## src/rtl/rv_decode_pkg.sv

```systemverilog
package rv_decode_pkg;

	localparam int XLEN   = 64;
	localparam int ILEN   = 32;
	localparam int REG_AW = 5;

	// the only system encoding the stage accepts
	localparam logic [ILEN-1:0] ECALL_WORD = 32'h0000_0073;

	// major opcodes in bits [6:0] of the instruction
	typedef enum logic [6:0] {
		OPC_LUI       = 7'b0110111,
		OPC_AUIPC     = 7'b0010111,
		OPC_JAL       = 7'b1101111,
		OPC_JALR      = 7'b1100111,
		OPC_BRANCH    = 7'b1100011,
		OPC_LOAD      = 7'b0000011,
		OPC_STORE     = 7'b0100011,
		OPC_OP_IMM    = 7'b0010011,
		OPC_OP_IMM_32 = 7'b0011011,
		OPC_OP        = 7'b0110011,
		OPC_OP_32     = 7'b0111011,
		OPC_SYSTEM    = 7'b1110011
	} opcode_e;

	typedef enum logic [4:0] {
		ALU_NONE,
		ALU_ADD,
		ALU_SUB,
		ALU_SLL,
		ALU_SLT,
		ALU_SLTU,
		ALU_XOR,
		ALU_SRL,
		ALU_SRA,
		ALU_OR,
		ALU_AND,
		ALU_MUL,
		ALU_MULH,
		ALU_MULHSU,
		ALU_MULHU,
		ALU_DIV,
		ALU_DIVU,
		ALU_REM,
		ALU_REMU,
		ALU_BEQ,
		ALU_BNE,
		ALU_BLT,
		ALU_BGE,
		ALU_BLTU,
		ALU_BGEU,
		ALU_JUMP,
		ALU_PASS_IMM
	} alu_op_e;

	typedef enum logic [2:0] {
		FMT_NONE,
		FMT_R,
		FMT_I,
		FMT_SHAMT,
		FMT_S,
		FMT_B,
		FMT_U,
		FMT_J
	} instr_fmt_e;

	typedef enum logic [1:0] {
		MEM_NONE,
		MEM_READ,
		MEM_WRITE
	} mem_access_e;

	// load/store funct3 plus one gives this encoding
	typedef enum logic [2:0] {
		SZ_NONE,
		SZ_BYTE,
		SZ_HALF,
		SZ_WORD,
		SZ_DOUBLE,
		SZ_BYTE_U,
		SZ_HALF_U,
		SZ_WORD_U
	} mem_size_e;

	typedef struct packed {
		logic [ILEN-1:0] instr;
		logic [XLEN-1:0] pc;
	} fetch_pkt_t;

	typedef struct packed {
		logic [XLEN-1:0]   pc;
		logic [REG_AW-1:0] rd;
		logic [REG_AW-1:0] rs1;
		logic [REG_AW-1:0] rs2;
		logic [XLEN-1:0]   imm;
		alu_op_e           alu_op;
		logic              word_op;
		instr_fmt_e        fmt;
		mem_access_e       mem_access;
		mem_size_e         mem_size;
		logic              reg_write;
		logic              is_branch;
		logic              is_ecall;
		logic              illegal;
	} decoded_instr_t;

endpackage

```

## src/rtl/pipe_slice.sv

```systemverilog
`timescale 1ns/1ns

module pipe_slice #(
	parameter type payload_t = logic
) (
	input  logic     clk,
	input  logic     i_arst_n,
	input  logic     i_valid,
	output logic     o_ready,
	input  payload_t i_data,
	output logic     o_valid,
	input  logic     i_ready,
	output payload_t o_data
);
	logic     valid_q;
	payload_t data_q;

	// take a new item when empty or when the held one leaves this cycle
	assign o_ready = !valid_q || i_ready;

	always_ff @(posedge clk or negedge i_arst_n) begin
		if (!i_arst_n) begin
			valid_q <= 1'b0;
		end else if (o_ready) begin
			valid_q <= i_valid;
		end
	end

	// payload only moves on an accepted transfer
	always_ff @(posedge clk) begin
		if (i_valid && o_ready) begin
			data_q <= i_data;
		end
	end

	assign o_valid = valid_q;
	assign o_data  = data_q;

endmodule

```

## src/rtl/imm_gen.sv

```systemverilog
`timescale 1ns/1ns

module imm_gen import rv_decode_pkg::*; (
	input  logic [ILEN-1:0] i_instr,
	input  logic [XLEN-1:0] i_pc,
	input  instr_fmt_e      i_fmt,
	input  logic            i_pc_rel,
	output logic [XLEN-1:0] o_imm
);
	logic [XLEN-1:0] imm_i;
	logic [XLEN-1:0] imm_s;
	logic [XLEN-1:0] imm_b;
	logic [XLEN-1:0] imm_u;
	logic [XLEN-1:0] imm_j;
	logic [XLEN-1:0] imm_shamt;

	// sign bit is always instr[31]
	assign imm_i = {{(XLEN-12){i_instr[31]}}, i_instr[31:20]};
	assign imm_s = {{(XLEN-12){i_instr[31]}}, i_instr[31:25], i_instr[11:7]};
	assign imm_b = {{(XLEN-12){i_instr[31]}}, i_instr[7], i_instr[30:25],
		i_instr[11:8], 1'b0};
	assign imm_u = {{(XLEN-32){i_instr[31]}}, i_instr[31:12], 12'b0};
	assign imm_j = {{(XLEN-20){i_instr[31]}}, i_instr[19:12], i_instr[20],
		i_instr[30:21], 1'b0};

	// six-bit shift amount for RV64 where word forms keep bit 25 clear
	assign imm_shamt = {{(XLEN-6){1'b0}}, i_instr[25:20]};

	always_comb begin
		case (i_fmt)
			FMT_I: begin
				o_imm = imm_i;
			end
			FMT_SHAMT: begin
				o_imm = imm_shamt;
			end
			FMT_S: begin
				o_imm = imm_s;
			end
			// branch and jal targets are resolved here
			FMT_B: begin
				o_imm = imm_b + i_pc;
			end
			FMT_U: begin
				o_imm = i_pc_rel ? imm_u + i_pc : imm_u;
			end
			FMT_J: begin
				o_imm = imm_j + i_pc;
			end
			default: begin
				o_imm = '0;
			end
		endcase
	end

endmodule

```

## src/rtl/op_decoder.sv

```systemverilog
`timescale 1ns/1ns

module op_decoder import rv_decode_pkg::*; (
	input  logic [ILEN-1:0]   i_instr,
	output instr_fmt_e        o_fmt,
	output logic              o_pc_rel,
	output logic [REG_AW-1:0] o_rd,
	output logic [REG_AW-1:0] o_rs1,
	output logic [REG_AW-1:0] o_rs2,
	output alu_op_e           o_alu_op,
	output logic              o_word_op,
	output logic              o_reg_write,
	output logic              o_is_branch,
	output logic              o_is_ecall,
	output logic              o_illegal,
	output mem_access_e       o_mem_access,
	output mem_size_e         o_mem_size
);
	opcode_e    opcode;
	logic [2:0] funct3;
	logic [6:0] funct7;

	assign opcode = opcode_e'(i_instr[6:0]);
	assign funct3 = i_instr[14:12];
	assign funct7 = i_instr[31:25];

	always_comb begin
		o_rd         = i_instr[11:7];
		o_rs1        = i_instr[19:15];
		o_rs2        = i_instr[24:20];
		o_fmt        = FMT_NONE;
		o_pc_rel     = 1'b0;
		o_alu_op     = ALU_NONE;
		o_word_op    = 1'b0;
		o_reg_write  = 1'b0;
		o_is_branch  = 1'b0;
		o_is_ecall   = 1'b0;
		o_illegal    = 1'b0;
		o_mem_access = MEM_NONE;
		o_mem_size   = SZ_NONE;

		case (opcode)
			OPC_LUI, OPC_AUIPC: begin
				o_fmt       = FMT_U;
				o_pc_rel    = (opcode == OPC_AUIPC);
				o_alu_op    = ALU_PASS_IMM;
				o_reg_write = 1'b1;
			end
			OPC_JAL: begin
				o_fmt       = FMT_J;
				o_alu_op    = ALU_JUMP;
				o_reg_write = 1'b1;
				o_is_branch = 1'b1;
			end
			// jalr keeps its plain offset since rs1 is added in execute
			OPC_JALR: begin
				o_fmt       = FMT_I;
				o_alu_op    = ALU_JUMP;
				o_reg_write = 1'b1;
				o_is_branch = 1'b1;
				o_illegal   = (funct3 != 3'b000);
			end
			OPC_BRANCH: begin
				o_fmt       = FMT_B;
				o_is_branch = 1'b1;
				case (funct3)
					3'b000: o_alu_op = ALU_BEQ;
					3'b001: o_alu_op = ALU_BNE;
					3'b100: o_alu_op = ALU_BLT;
					3'b101: o_alu_op = ALU_BGE;
					3'b110: o_alu_op = ALU_BLTU;
					3'b111: o_alu_op = ALU_BGEU;
					default: o_illegal = 1'b1;
				endcase
			end
			OPC_LOAD: begin
				o_fmt        = FMT_I;
				o_alu_op     = ALU_ADD;
				o_reg_write  = 1'b1;
				o_mem_access = MEM_READ;
				o_mem_size   = mem_size_e'(funct3 + 3'd1);
				// no unsigned double
				o_illegal    = (funct3 == 3'b111);
			end
			OPC_STORE: begin
				o_fmt        = FMT_S;
				o_alu_op     = ALU_ADD;
				o_mem_access = MEM_WRITE;
				o_mem_size   = mem_size_e'(funct3 + 3'd1);
				o_illegal    = funct3[2];
			end
			OPC_OP_IMM: begin
				o_fmt       = FMT_I;
				o_reg_write = 1'b1;
				case (funct3)
					3'b000: o_alu_op = ALU_ADD;
					3'b010: o_alu_op = ALU_SLT;
					3'b011: o_alu_op = ALU_SLTU;
					3'b100: o_alu_op = ALU_XOR;
					3'b110: o_alu_op = ALU_OR;
					3'b111: o_alu_op = ALU_AND;
					3'b001: begin
						o_fmt     = FMT_SHAMT;
						o_alu_op  = ALU_SLL;
						o_illegal = (funct7[6:1] != 6'b000000);
					end
					default: begin
						// bit 30 picks arithmetic for srli/srai
						o_fmt     = FMT_SHAMT;
						o_alu_op  = funct7[5] ? ALU_SRA : ALU_SRL;
						o_illegal = ({funct7[6], funct7[4:1]} != 5'b00000);
					end
				endcase
			end
			OPC_OP_IMM_32: begin
				o_fmt       = FMT_SHAMT;
				o_word_op   = 1'b1;
				o_reg_write = 1'b1;
				case (funct3)
					3'b000: begin
						o_fmt    = FMT_I;
						o_alu_op = ALU_ADD;
					end
					3'b001: begin
						o_alu_op  = ALU_SLL;
						o_illegal = (funct7 != 7'b0000000);
					end
					3'b101: begin
						o_alu_op  = funct7[5] ? ALU_SRA : ALU_SRL;
						o_illegal = ({funct7[6], funct7[4:0]} != 6'b000000);
					end
					default: o_illegal = 1'b1;
				endcase
			end
			OPC_OP: begin
				o_fmt       = FMT_R;
				o_reg_write = 1'b1;
				case (funct7)
					7'b0000000: begin
						case (funct3)
							3'b000: o_alu_op = ALU_ADD;
							3'b001: o_alu_op = ALU_SLL;
							3'b010: o_alu_op = ALU_SLT;
							3'b011: o_alu_op = ALU_SLTU;
							3'b100: o_alu_op = ALU_XOR;
							3'b101: o_alu_op = ALU_SRL;
							3'b110: o_alu_op = ALU_OR;
							default: o_alu_op = ALU_AND;
						endcase
					end
					7'b0100000: begin
						case (funct3)
							3'b000: o_alu_op = ALU_SUB;
							3'b101: o_alu_op = ALU_SRA;
							default: o_illegal = 1'b1;
						endcase
					end
					// M extension
					7'b0000001: begin
						case (funct3)
							3'b000: o_alu_op = ALU_MUL;
							3'b001: o_alu_op = ALU_MULH;
							3'b010: o_alu_op = ALU_MULHSU;
							3'b011: o_alu_op = ALU_MULHU;
							3'b100: o_alu_op = ALU_DIV;
							3'b101: o_alu_op = ALU_DIVU;
							3'b110: o_alu_op = ALU_REM;
							default: o_alu_op = ALU_REMU;
						endcase
					end
					default: o_illegal = 1'b1;
				endcase
			end
			OPC_OP_32: begin
				o_fmt       = FMT_R;
				o_word_op   = 1'b1;
				o_reg_write = 1'b1;
				case ({funct7, funct3})
					{7'b0000000, 3'b000}: o_alu_op = ALU_ADD;
					{7'b0000000, 3'b001}: o_alu_op = ALU_SLL;
					{7'b0000000, 3'b101}: o_alu_op = ALU_SRL;
					{7'b0100000, 3'b000}: o_alu_op = ALU_SUB;
					{7'b0100000, 3'b101}: o_alu_op = ALU_SRA;
					{7'b0000001, 3'b000}: o_alu_op = ALU_MUL;
					{7'b0000001, 3'b100}: o_alu_op = ALU_DIV;
					{7'b0000001, 3'b101}: o_alu_op = ALU_DIVU;
					{7'b0000001, 3'b110}: o_alu_op = ALU_REM;
					{7'b0000001, 3'b111}: o_alu_op = ALU_REMU;
					default: o_illegal = 1'b1;
				endcase
			end
			// ecall has zero register fields so only the flag is set
			OPC_SYSTEM: begin
				o_is_ecall = (i_instr == ECALL_WORD);
				o_illegal  = (i_instr != ECALL_WORD);
			end
			default: begin
				o_illegal = 1'b1;
			end
		endcase

		// an illegal word carries no side effects downstream
		if (o_illegal) begin
			o_rd         = '0;
			o_rs1        = '0;
			o_rs2        = '0;
			o_fmt        = FMT_NONE;
			o_pc_rel     = 1'b0;
			o_alu_op     = ALU_NONE;
			o_word_op    = 1'b0;
			o_reg_write  = 1'b0;
			o_is_branch  = 1'b0;
			o_mem_access = MEM_NONE;
			o_mem_size   = SZ_NONE;
		end
	end

endmodule

```

## src/rtl/decode_stage.sv

```systemverilog
`timescale 1ns/1ns

module decode_stage import rv_decode_pkg::*; (
	input  logic           clk,
	input  logic           i_arst_n,
	input  logic           i_valid,
	output logic           o_ready,
	input  fetch_pkt_t     i_fetch,
	output logic           o_valid,
	input  logic           i_ready,
	output decoded_instr_t o_decoded
);
	fetch_pkt_t        fetch_q;
	logic              fetch_valid;
	logic              dec_ready;
	decoded_instr_t    dec_d;
	instr_fmt_e        fmt;
	logic              pc_rel;
	logic [REG_AW-1:0] rd;
	logic [REG_AW-1:0] rs1;
	logic [REG_AW-1:0] rs2;
	logic [XLEN-1:0]   imm;
	alu_op_e           alu_op;
	logic              word_op;
	logic              reg_write;
	logic              is_branch;
	logic              is_ecall;
	logic              illegal;
	mem_access_e       mem_access;
	mem_size_e         mem_size;

	pipe_slice #(
		.payload_t(fetch_pkt_t)
	) u_in_slice (
		.clk     (clk),
		.i_arst_n(i_arst_n),
		.i_valid (i_valid),
		.o_ready (o_ready),
		.i_data  (i_fetch),
		.o_valid (fetch_valid),
		.i_ready (dec_ready),
		.o_data  (fetch_q)
	);

	op_decoder u_op_decoder (
		.i_instr     (fetch_q.instr),
		.o_fmt       (fmt),
		.o_pc_rel    (pc_rel),
		.o_rd        (rd),
		.o_rs1       (rs1),
		.o_rs2       (rs2),
		.o_alu_op    (alu_op),
		.o_word_op   (word_op),
		.o_reg_write (reg_write),
		.o_is_branch (is_branch),
		.o_is_ecall  (is_ecall),
		.o_illegal   (illegal),
		.o_mem_access(mem_access),
		.o_mem_size  (mem_size)
	);

	imm_gen u_imm_gen (
		.i_instr (fetch_q.instr),
		.i_pc    (fetch_q.pc),
		.i_fmt   (fmt),
		.i_pc_rel(pc_rel),
		.o_imm   (imm)
	);

	// merge decoder and immediate outputs into one bundle
	always_comb begin
		dec_d.pc         = fetch_q.pc;
		dec_d.rd         = rd;
		dec_d.rs1        = rs1;
		dec_d.rs2        = rs2;
		dec_d.imm        = imm;
		dec_d.alu_op     = alu_op;
		dec_d.word_op    = word_op;
		dec_d.fmt        = fmt;
		dec_d.mem_access = mem_access;
		dec_d.mem_size   = mem_size;
		dec_d.reg_write  = reg_write;
		dec_d.is_branch  = is_branch;
		dec_d.is_ecall   = is_ecall;
		dec_d.illegal    = illegal;
	end

	pipe_slice #(
		.payload_t(decoded_instr_t)
	) u_out_slice (
		.clk     (clk),
		.i_arst_n(i_arst_n),
		.i_valid (fetch_valid),
		.o_ready (dec_ready),
		.i_data  (dec_d),
		.o_valid (o_valid),
		.i_ready (i_ready),
		.o_data  (o_decoded)
	);

endmodule

```

## config.mk

```make
export PLATFORM = sky130hd
export DESIGN_NAME = decode_stage
export DESIGN_NICKNAME = d
export VERILOG_FILES = /design/src/rtl/rv_decode_pkg.sv /design/src/rtl/pipe_slice.sv /design/src/rtl/imm_gen.sv /design/src/rtl/op_decoder.sv /design/src/rtl/decode_stage.sv
export SDC_FILE = /design/constraint.sdc
export NUM_CORES = 1
export LEC_CHECK = 0
export BUFFER_PORTS_ARGS = -buffer_cell sky130_fd_sc_hd__buf_4
export CAP_MARGIN = 20
export CORE_MARGIN = 2
export CORE_UTILIZATION = 45
export DETAILED_ROUTE_END_ITERATION = 12
export PLACE_DENSITY = 0.76
export SLEW_MARGIN = 10
export SYNTH_ARGS = -nofsm -noshare
export SYNTH_HDL_FRONTEND = slang
export SYNTH_SLANG_ARGS = --single-unit
```

## constraint.sdc

```tcl
create_clock -name clk -period 5.6 [get_ports clk]
set_input_delay 0.84 -clock clk [delete_from_list [all_inputs] [get_ports clk]]
set_output_delay 0.84 -clock clk [all_outputs]
set_load 0.05 [all_outputs]
```

Yosys cells after proc, flatten, opt, wreduce, memory -nomap -nowiden --
Index checks and enable logic that the tools add are counted.
Word-level totals: register bits 259, output and inout port bits 163, word-level logic and storage cells 119
Cells by class: reduce and logical (&&, ||, !) cells 29, bitwise operators 1, $add $sub $neg 4, muxes and demuxes 29, equal/unequal tests 38
Operators by type and width (number):
- one-hot mux 64 bit (6 select lines) | 1
- adder 64 bit | 3
- one-hot mux 5 bit (7 select lines) | 2
- 2-to-1 mux 64 bit | 1
- == test 10 x 4 -> 1 bit (second input constant) | 5
- one-hot mux 5 bit (10 select lines) | 1
- one-hot mux 5 bit (8 select lines) | 1
- == test 7 x 6 -> 1 bit (second input constant) | 5
- == test 32 x 7 -> 1 bit (second input constant) | 1
- != test 32 x 7 -> 1 bit (second input constant) | 1
- one-hot mux 5 bit (3 select lines) | 2
- one-hot mux 5 bit (6 select lines) | 1
- == test 7 bit (second input constant) | 4
- one-hot mux 4 bit (7 select lines) | 1
- == test 3 bit (second input constant) | 8
- one-hot mux 3 bit (8 select lines) | 1
- == test 7 x 5 -> 1 bit (second input constant) | 3
- == test 10 x 9 -> 1 bit (second input constant) | 2
- OR reduction 2 bit | 9
- == test 3 x 2 -> 1 bit (second input constant) | 4
- nonzero test 6 bit | 2
- OR reduction 6 bit | 2
- == test 10 x 1 -> 1 bit (second input constant) | 1
- == test 10 x 3 -> 1 bit (second input constant) | 1
- 25 further kinds | 39

Depth between registers and ports, before layout --
Gate-level depths: netlist (run 1).
depth after elaboration 8, depth in mapped cells 18

Cells and area by module --
A second synthesis (run 1) with hierarchy kept.
Second synthesis, totals: cells, all modules 1651, area, all modules 16673.5 sq um
By module, submodules not included:
- imm_gen | sequential area each 0.0 sq um, area an instance 7383.3 sq um, cells each 1137, times used 1
- pipe_slice (u_out_slice) | sequential area each 4859.7 sq um, area an instance 4888.4 sq um, cells each 165, times used 1
- pipe_slice (u_in_slice) | sequential area each 2907.8 sq um, area an instance 2936.6 sq um, cells each 100, times used 1
- op_decoder | sequential area each 0.0 sq um, area an instance 1465.2 sq um, cells each 249, times used 1

Worst setup path before layout (run 1) --
OpenSTA, ideal clock, no wires.
kind in2reg, start point input i_ready, end point register u_out_slice.data_q, in the netlist u_out_slice.o_data[0] (enable), path slack 0.411 ns, path buffers 0, stages 2, arrival time 4.648 ns, path through nand2b_1 and2_1
On the way: longest elaborated chain between the ends 2
RTL lines:
- start, declared | RTL line decode_stage.sv:10 | input logic i_ready,
- logical OR 1 bit | RTL line pipe_slice.sv:19 | assign o_ready = !valid_q || i_ready;
- logical AND 1 bit | RTL line pipe_slice.sv:31 | if (i_valid && o_ready) begin
- end signal, assigned | RTL line pipe_slice.sv:32 | data_q <= i_data;
- end, declared | RTL line pipe_slice.sv:16 | payload_t data_q;
No other way between the ends. A chain may end at the register's enable or synchronous reset.

Final worst setup path (run 1) --
start point register u_in_slice.data_q, in the netlist u_in_slice.o_data[68], end point register u_out_slice.data_q, in the netlist u_out_slice.o_data[79] (data pin)
On the way: longest elaborated chain between the ends 6, elaborated cells between the ends (all ways) 30
RTL lines:
- start, declared | RTL line pipe_slice.sv:16
- start signal, assigned | RTL line pipe_slice.sv:32
- == test 7 x 6 -> 1 bit (tied with other cells) | RTL line op_decoder.sv:42 | case (opcode)
- OR reduction 3 bit (no source line) / OR reduction 2 bit (equally long branches)
- one-hot mux 1 bit (10 select lines) (tied with other cells) | RTL line op_decoder.sv:42
- 2-to-1 mux 3 bit / 2-to-1 mux 1 bit (equally long branches) | RTL line op_decoder.sv:203 | if (o_illegal) begin
- == test 3 bit (tied with other cells) | RTL line imm_gen.sv:30 | case (i_fmt)
- one-hot mux 64 bit (6 select lines) (*) | RTL line imm_gen.sv:30
- named net imm[61] | RTL line decode_stage.sv:22 | logic [XLEN-1:0] imm;
Mark *: on every way through the listed nets, which the timed path passes. The rest lies on a longest branch.

==> metrics, run 1 <==
RSZ-0062 raised after global routing=false; Detail Placement HPWL=38000 um; I/O Buffers=262; clk sinks=around 260; largest net degree at the start of global routing=between 100 and 150; row count=68; commonest register cell after synthesis=edfxtp_1; P per Cell Area=about 300 nW/um^2; MaxCap Viol Count=0; Final #Nets=roughly 2000; H-tree depth=1; hold crit path type=primary input to async pin; Hold Slack=around 47 ps; critical path peak fanout=14; design area=between 15000 and 20000 um^2; WP data required=just under 6000 ps; setup TNS=0 ps; VDD IR max=about 0.31 mV; Placed Cells=~2200; post-synthesis sequential area ratio=48.6%; largest area contributor in the synthesized netlist=edfxtp_1; post-synthesis net count=1750; PostCTS Resize Cnt=0; Rel. slew slack=a little over a third; TritonRoute pass-1 iters=5; Seq cells post-synth=between 200 and 300; clock slew at reported path FFs=70 ps; min Tclk post-route=roughly 5000 ps; CP Data Arrival Time=around 5300 ps; Final Cycle Share=approximately nine tenths; synthesized area per cell=slightly above 10 um^2; Area growth, synth to finish=21.2%; drt initial violations=approximately 1500; most common cell in the netlist=edfxtp_1; GRT Resource Usage Total=between 20 and 30%; CTS Hold Bufs=0; Fin. Hold Viols=0; Starting Density=between 40% and 50%; status=completed; Final Skew=about 15 ps; Worst Setup Start Kind=flop; share of cells above drive strength 1=about a fifth; initial antenna violation count=1; pin slew with the least headroom to its limit=965 ps; drt wl/cell=~23 um; clk root buf=clkbuf_16; later-pin clock latency in the skew report=about 570 ps; Syn Inst Count=between 1500 and 2000; CTS buffer count=29; Peak Freq=approximately 0.20 GHz; final non-filler cell total=between 2000 and 2500; Post-synth top cells=257 x edfxtp_1, 149 x a21oi_1, 140 x nand2_1, 107 x nor2_1, 101 x o21ai_0; Lkg Pwr=roughly 0.0077 uW; Area contributors post-synth=edfxtp_1 48%, ha_1 7.5%, a21oi_1 4.7%; Fill cells=~3000; final WL=a little over 50000 um; die width=192 um; Ports=about 260; total gr overflow=0; final setup violation count=0; CTS tree=yes; antenna cells=0; vias in the first global route=13100; drt drc=0; RePlAce Congestion=between 0.9 and 1; Synth Warn #=0; Cell variety after synth=just over 80; number of synthesized flops with an enable pin=257; DP Area=about 18000 um^2; critical path class=flop to flop; via count=about 14000; critical path capture point type=flop; first-pass GRT wire length=between 70000 and 80000 um; CTS Buffer Depth=3; Die Ht=192 um; Via-to-Cell Ratio=6.13; top-area cell type share of the netlist area=roughly half; die area=around 37000 um^2; mapped cell area=16000 um^2; share of synthesized registers carrying an async set or reset=less than 1%; Antenna Nets Post-Route=0; max-slew violations=0; setup repair bufs after CTS=0; CORE AREA=between 30000 and 40000 um^2
stage by stage:
stage                     setup WS, ps  total power [uW]  util [%]
after floorplan                    411              3450         -
final                              594              5900      55.8
after CTS                          676              5910      55.8
after global placement             879              3880      52.9
after detailed placement           713              3900      52.9
after global routing               298              6130      55.8
sequential cells by signal (all words and copies together) (netlist names):
name                 cells
u_out_slice.o_data     161
u_in_slice.o_data       96
u_in_slice.o_valid       1
u_out_slice.o_valid      1
area by class of cell:
type / instances / area (um^2) / area share [%]
clock buffers: 35 / 748 / 3.86
clock inverters: 17 / 244 / 1.26
inverters: 36 / 138 / 0.711
multi-input cells: 1176 / 7720 / 39.9
flip-flops and latches: 259 / 7770 / 40.1
well taps: 455 / 569 / 2.94
repair buffers: 288 / 2170 / 11.2
where the power goes:
group / switching, uW / internal, uW / total [uW]
Clock: 781 / 1220 / 2010
Sequential: 99.4 / 2300 / 2400
Combinational: 1000 / 496 / 1500
Total: 1880 / 4020 / 5900
routing by layer:
layer	up-vias	share of wire, %	GRT usage, %
met5	-	0.023	0
met4	2	2.9	8.19
met3	102	9.3	5.87
met2	682	43	40.5
met1	6660	45	39.4
li1	6444	-	-
worst max-delay path, cell delays in order (launching register included):
cell	delay, ps
edfxtp_1	590
nand4b_1	280
buf_4	190
nor2_1	200
buf_4	270
mux2_2	200
inv_1	50
fa_1	430
nand2b_1	180
a21oi_1	200
o211ai_1	180
o21a_1	240
a21oi_1	140
o21ai_1	180
o311a_1	510
o21bai_1	440
a211oi_1	140
a311o_1	340
path summary, 6_finish.rpt:
check                           slack, ps  cells past startpoint                   from                      end
worst min register to register        460                      0  u_in_slice.o_data[57]  u_out_slice.o_data[154]
worst max register to register        590                     17  u_in_slice.o_data[68]   u_out_slice.o_data[79]
worst min-delay path                   50                      1               i_arst_n       u_in_slice.o_valid
min in group clk                      450                      1             i_fetch[9]     u_in_slice.o_data[9]
worst max-delay path                  590                     17  u_in_slice.o_data[68]   u_out_slice.o_data[79]
max in group asynchronous            5470                      1               i_arst_n       u_in_slice.o_valid
placed cells by master, fill, tap and decap left out, types with 18 or more instances in the layout:
cell type | netlist | final
edfxtp_1 | 257 | 257
nand3_1 | 25 | 25
nand2_1 | 140 | 140
a21o_1 | 50 | 50
nor2_1 | 107 | 107
xor2_1 | 33 | 33
nor3_1 | 26 | 26
o21bai_1 | 18 | 18
o21ai_0 | 101 | 101
o21ai_1 | 23 | 23
xnor2_1 | 45 | 45
a31oi_1 | 27 | 27
ha_1 | 96 | 96
a21oi_1 | 149 | 149
and3_1 | 24 | 24
nand4_1 | 31 | 31
o221ai_1 | 21 | 21
nand2b_1 | 21 | 21
clkbuf_16 | 0 | 29
buf_4 | 2 | 286
inv_1 | 34 | 34
cell families after synthesis:
kind of cell	after synthesis	synth area share, %
flip-flops	259	48.6
XOR/XNOR	78	4.28
adder cells (fa/ha/maj)	98	7.77
AND/OR/NAND/NOR	451	13.7
buffers and inverters	117	3.06
AO/OA/AOI/OAI	535	21.6
multiplexers	14	0.917
No activity file was read; power rests on OpenSTA's default activity.
==> inputs of run 2 (changes only) <==
--- a/config.mk
+++ b/config.mk
@@ -8,9 +8,10 @@
 export BUFFER_PORTS_ARGS = -buffer_cell sky130_fd_sc_hd__buf_4
 export CAP_MARGIN = 20
 export CORE_MARGIN = 2
-export CORE_UTILIZATION = 45
+export CORE_UTILIZATION = 43
+export CTS_BUF_LIST = sky130_fd_sc_hd__clkbuf_4
 export DETAILED_ROUTE_END_ITERATION = 12
-export PLACE_DENSITY = 0.76
+export PLACE_DENSITY = 0.74
 export SLEW_MARGIN = 10
 export SYNTH_ARGS = -nofsm -noshare
 export SYNTH_HDL_FRONTEND = slang
==> metrics, run 2 (synthesized netlist as in run 1, its figures left out) <==
Die Ht=197 um; Area growth, synth to finish=21.3%; Rel. slew slack=between 20 and 25%; setup TNS=0 ps; H-tree depth=3; vias in the first global route=13700; max-slew violations=0; CORE AREA=~37000 um^2; max FFs per register=between 150 and 200; first-pass GRT wire length=a little under 80000 um; busiest grt layer=met2; Via-to-Cell Ratio=6.03; critical path class=flop to flop; MaxCap Viol Count=0; Flop pwr share=roughly two fifths; drt initial violations=between 1500 and 2000; CP Data Arrival Time=approximately 5300 ps; DP Area=between 15000 and 20000 um^2; critical path peak fanout=14; clk sinks=259; met2 GRT Util=about two fifths; initial antenna violation count=3; row count=70; design area=around 19000 um^2; Slowest cell on crit path=o311a_1; Final Cycle Share=a little over four fifths; drt wl/cell=22.4 um; Comb power frac=25.8%; CTS buffer count=between 70 and 80; share of cells above drive strength 1=between 20% and 30%; final setup violation count=0; Antenna Nets Post-Route=0; Final Worst Setup Slack=around 850 ps; final WL=roughly 53000 um; switching part of the total=approximately a third; WP data required=6120 ps; I/O Buffers=about 260; die area=around 39000 um^2; clk root buf=clkbuf_4; largest net degree at the start of global routing=71; most frequent cells in the layout=286 x buf_4, 257 x edfxtp_1, 149 x a21oi_1; RePlAce Congestion=between 1 and 1.5; Ports=~260; VDD IR max=between 0.2 and 0.25 mV; total gr overflow=0; via count=about 14000; max incr delay on CP=around 490 ps; Int Power=about 3900 uW; Lkg Pwr=approximately 0.0078 uW; most used cell, CP=a21oi_1; CTS tree=yes; GRT Resource Usage Total=between 20% and 30%; clock slew at reported path FFs=roughly 70 ps; buffer and inverter count on the worst path=2; Hold Slack=about 240 ps; setup repair bufs after CTS=0; Final Skew=40.9 ps; Core Util, Final=approximately 53%; die width=~200 um; commonest non-fill, non-tap cell in the layout=buf_4; Final #Nets=2029; critical-path cell list=and2_1, nand4b_1, nor2_1, buf_4, mux2_2, inv_1, fa_1, nand2b_1, a21oi_1, o211ai_1, o21a_1, a21oi_1, o21ai_1, o311a_1, o21bai_1, a211oi_1, a311o_1; hold crit path type=primary input to flop; RSZ-0062 raised after global routing=false; Peak Freq=about 0.21 GHz; pin slew with the least headroom to its limit=approximately 1200 ps; P per Cell Area=299 nW/um^2; Clock Power Share=about a third; Worst Setup Start Kind=flop; min Tclk post-route=approximately 4700 ps; Starting Density=~44%; NetSw=about 1900 uW; Setup WS pre-CTS=just over 900 ps; Detail Placement HPWL=38700 um; TritonRoute pass-1 iters=6; GR Layer Usage met3=7.22%; drt drc=0; CTS Buffer Depth=3; Fin. Hold Viols=0; status=completed; critical path capture point type=flop; later-pin clock latency in the skew report=about 770 ps; family with the most delay on the worst path=compound AO/OA/AOI/OAI gates; met1 Usage GRT=between 30 and 40%
[run 2: final timing paths]
kind / startpoint / cells after the start / to / slack, ps
max in group asynchronous: i_arst_n / 2 / u_out_slice.o_valid / 5120
worst max register to register: u_in_slice.o_data[64] / 17 / u_out_slice.o_data[79] / 850
worst max-delay path: u_in_slice.o_data[64] / 17 / u_out_slice.o_data[79] / 850
min in group asynchronous: i_arst_n / 2 / u_in_slice.o_valid / 400
worst min register to register: u_in_slice.o_data[55] / 0 / u_out_slice.o_data[152] / 460
worst min-delay path: i_fetch[43] / 1 / u_in_slice.o_data[43] / 240
[run 2: power groups by stage]
stage / combinational [uW] / sequential (uW) / clock [uW]
6_report: 1490 / 2400 / 1900
5_1_grt: 1600 / 2410 / 2050
4_1_cts: 1470 / 2400 / 1960
3_5_place_dp: 1460 / 2440 / 0
3_3_place_gp: 1450 / 2440 / 0
2_1_floorplan: 750 / 2700 / 0
[run 2: cell type report]
cell class,count,area (um^2)
multi-input cells,1176,7720
repair buffers,287,2160
clock inverters,25,229
clock buffers,102,766
inverters,36,138
fillers,3343,17200
flip-flops and latches,259,7770
well taps,468,586
diodes,2,5.00
[run 2: through the flow]
step	power, uW	instances
after global placement	3880	2225
after detailed placement	3900	2225
after floorplan	3450	1552
final	5790	2355
after global routing	6070	2355
after CTS	5830	2353
[run 2: worst register-to-register path: stages (launching register included)]
cell and delay, ps:
edfxtp_1 360, and2_1 330, nand4b_1 170, nor2_1 200, buf_4 250, mux2_2 200
inv_1 50, fa_1 420, nand2b_1 190, a21oi_1 210, o211ai_1 190, o21a_1 250
a21oi_1 140, o21ai_1 180, o311a_1 490, o21bai_1 430, a211oi_1 140, a311o_1 330
[run 2: timing repair]
action	in CTS	in global routing
endpoints found under the hold margin	2	0
hold buffers	1	0
resized for setup	0	0
endpoints found under the setup margin	0	0
[run 2: per-layer routing]
metal  up-vias  routed length, um
met5         -                 13
met4         2               1910
met3       118               5450
met2       762              22800
met1      6749              22500
li1       6580                  -
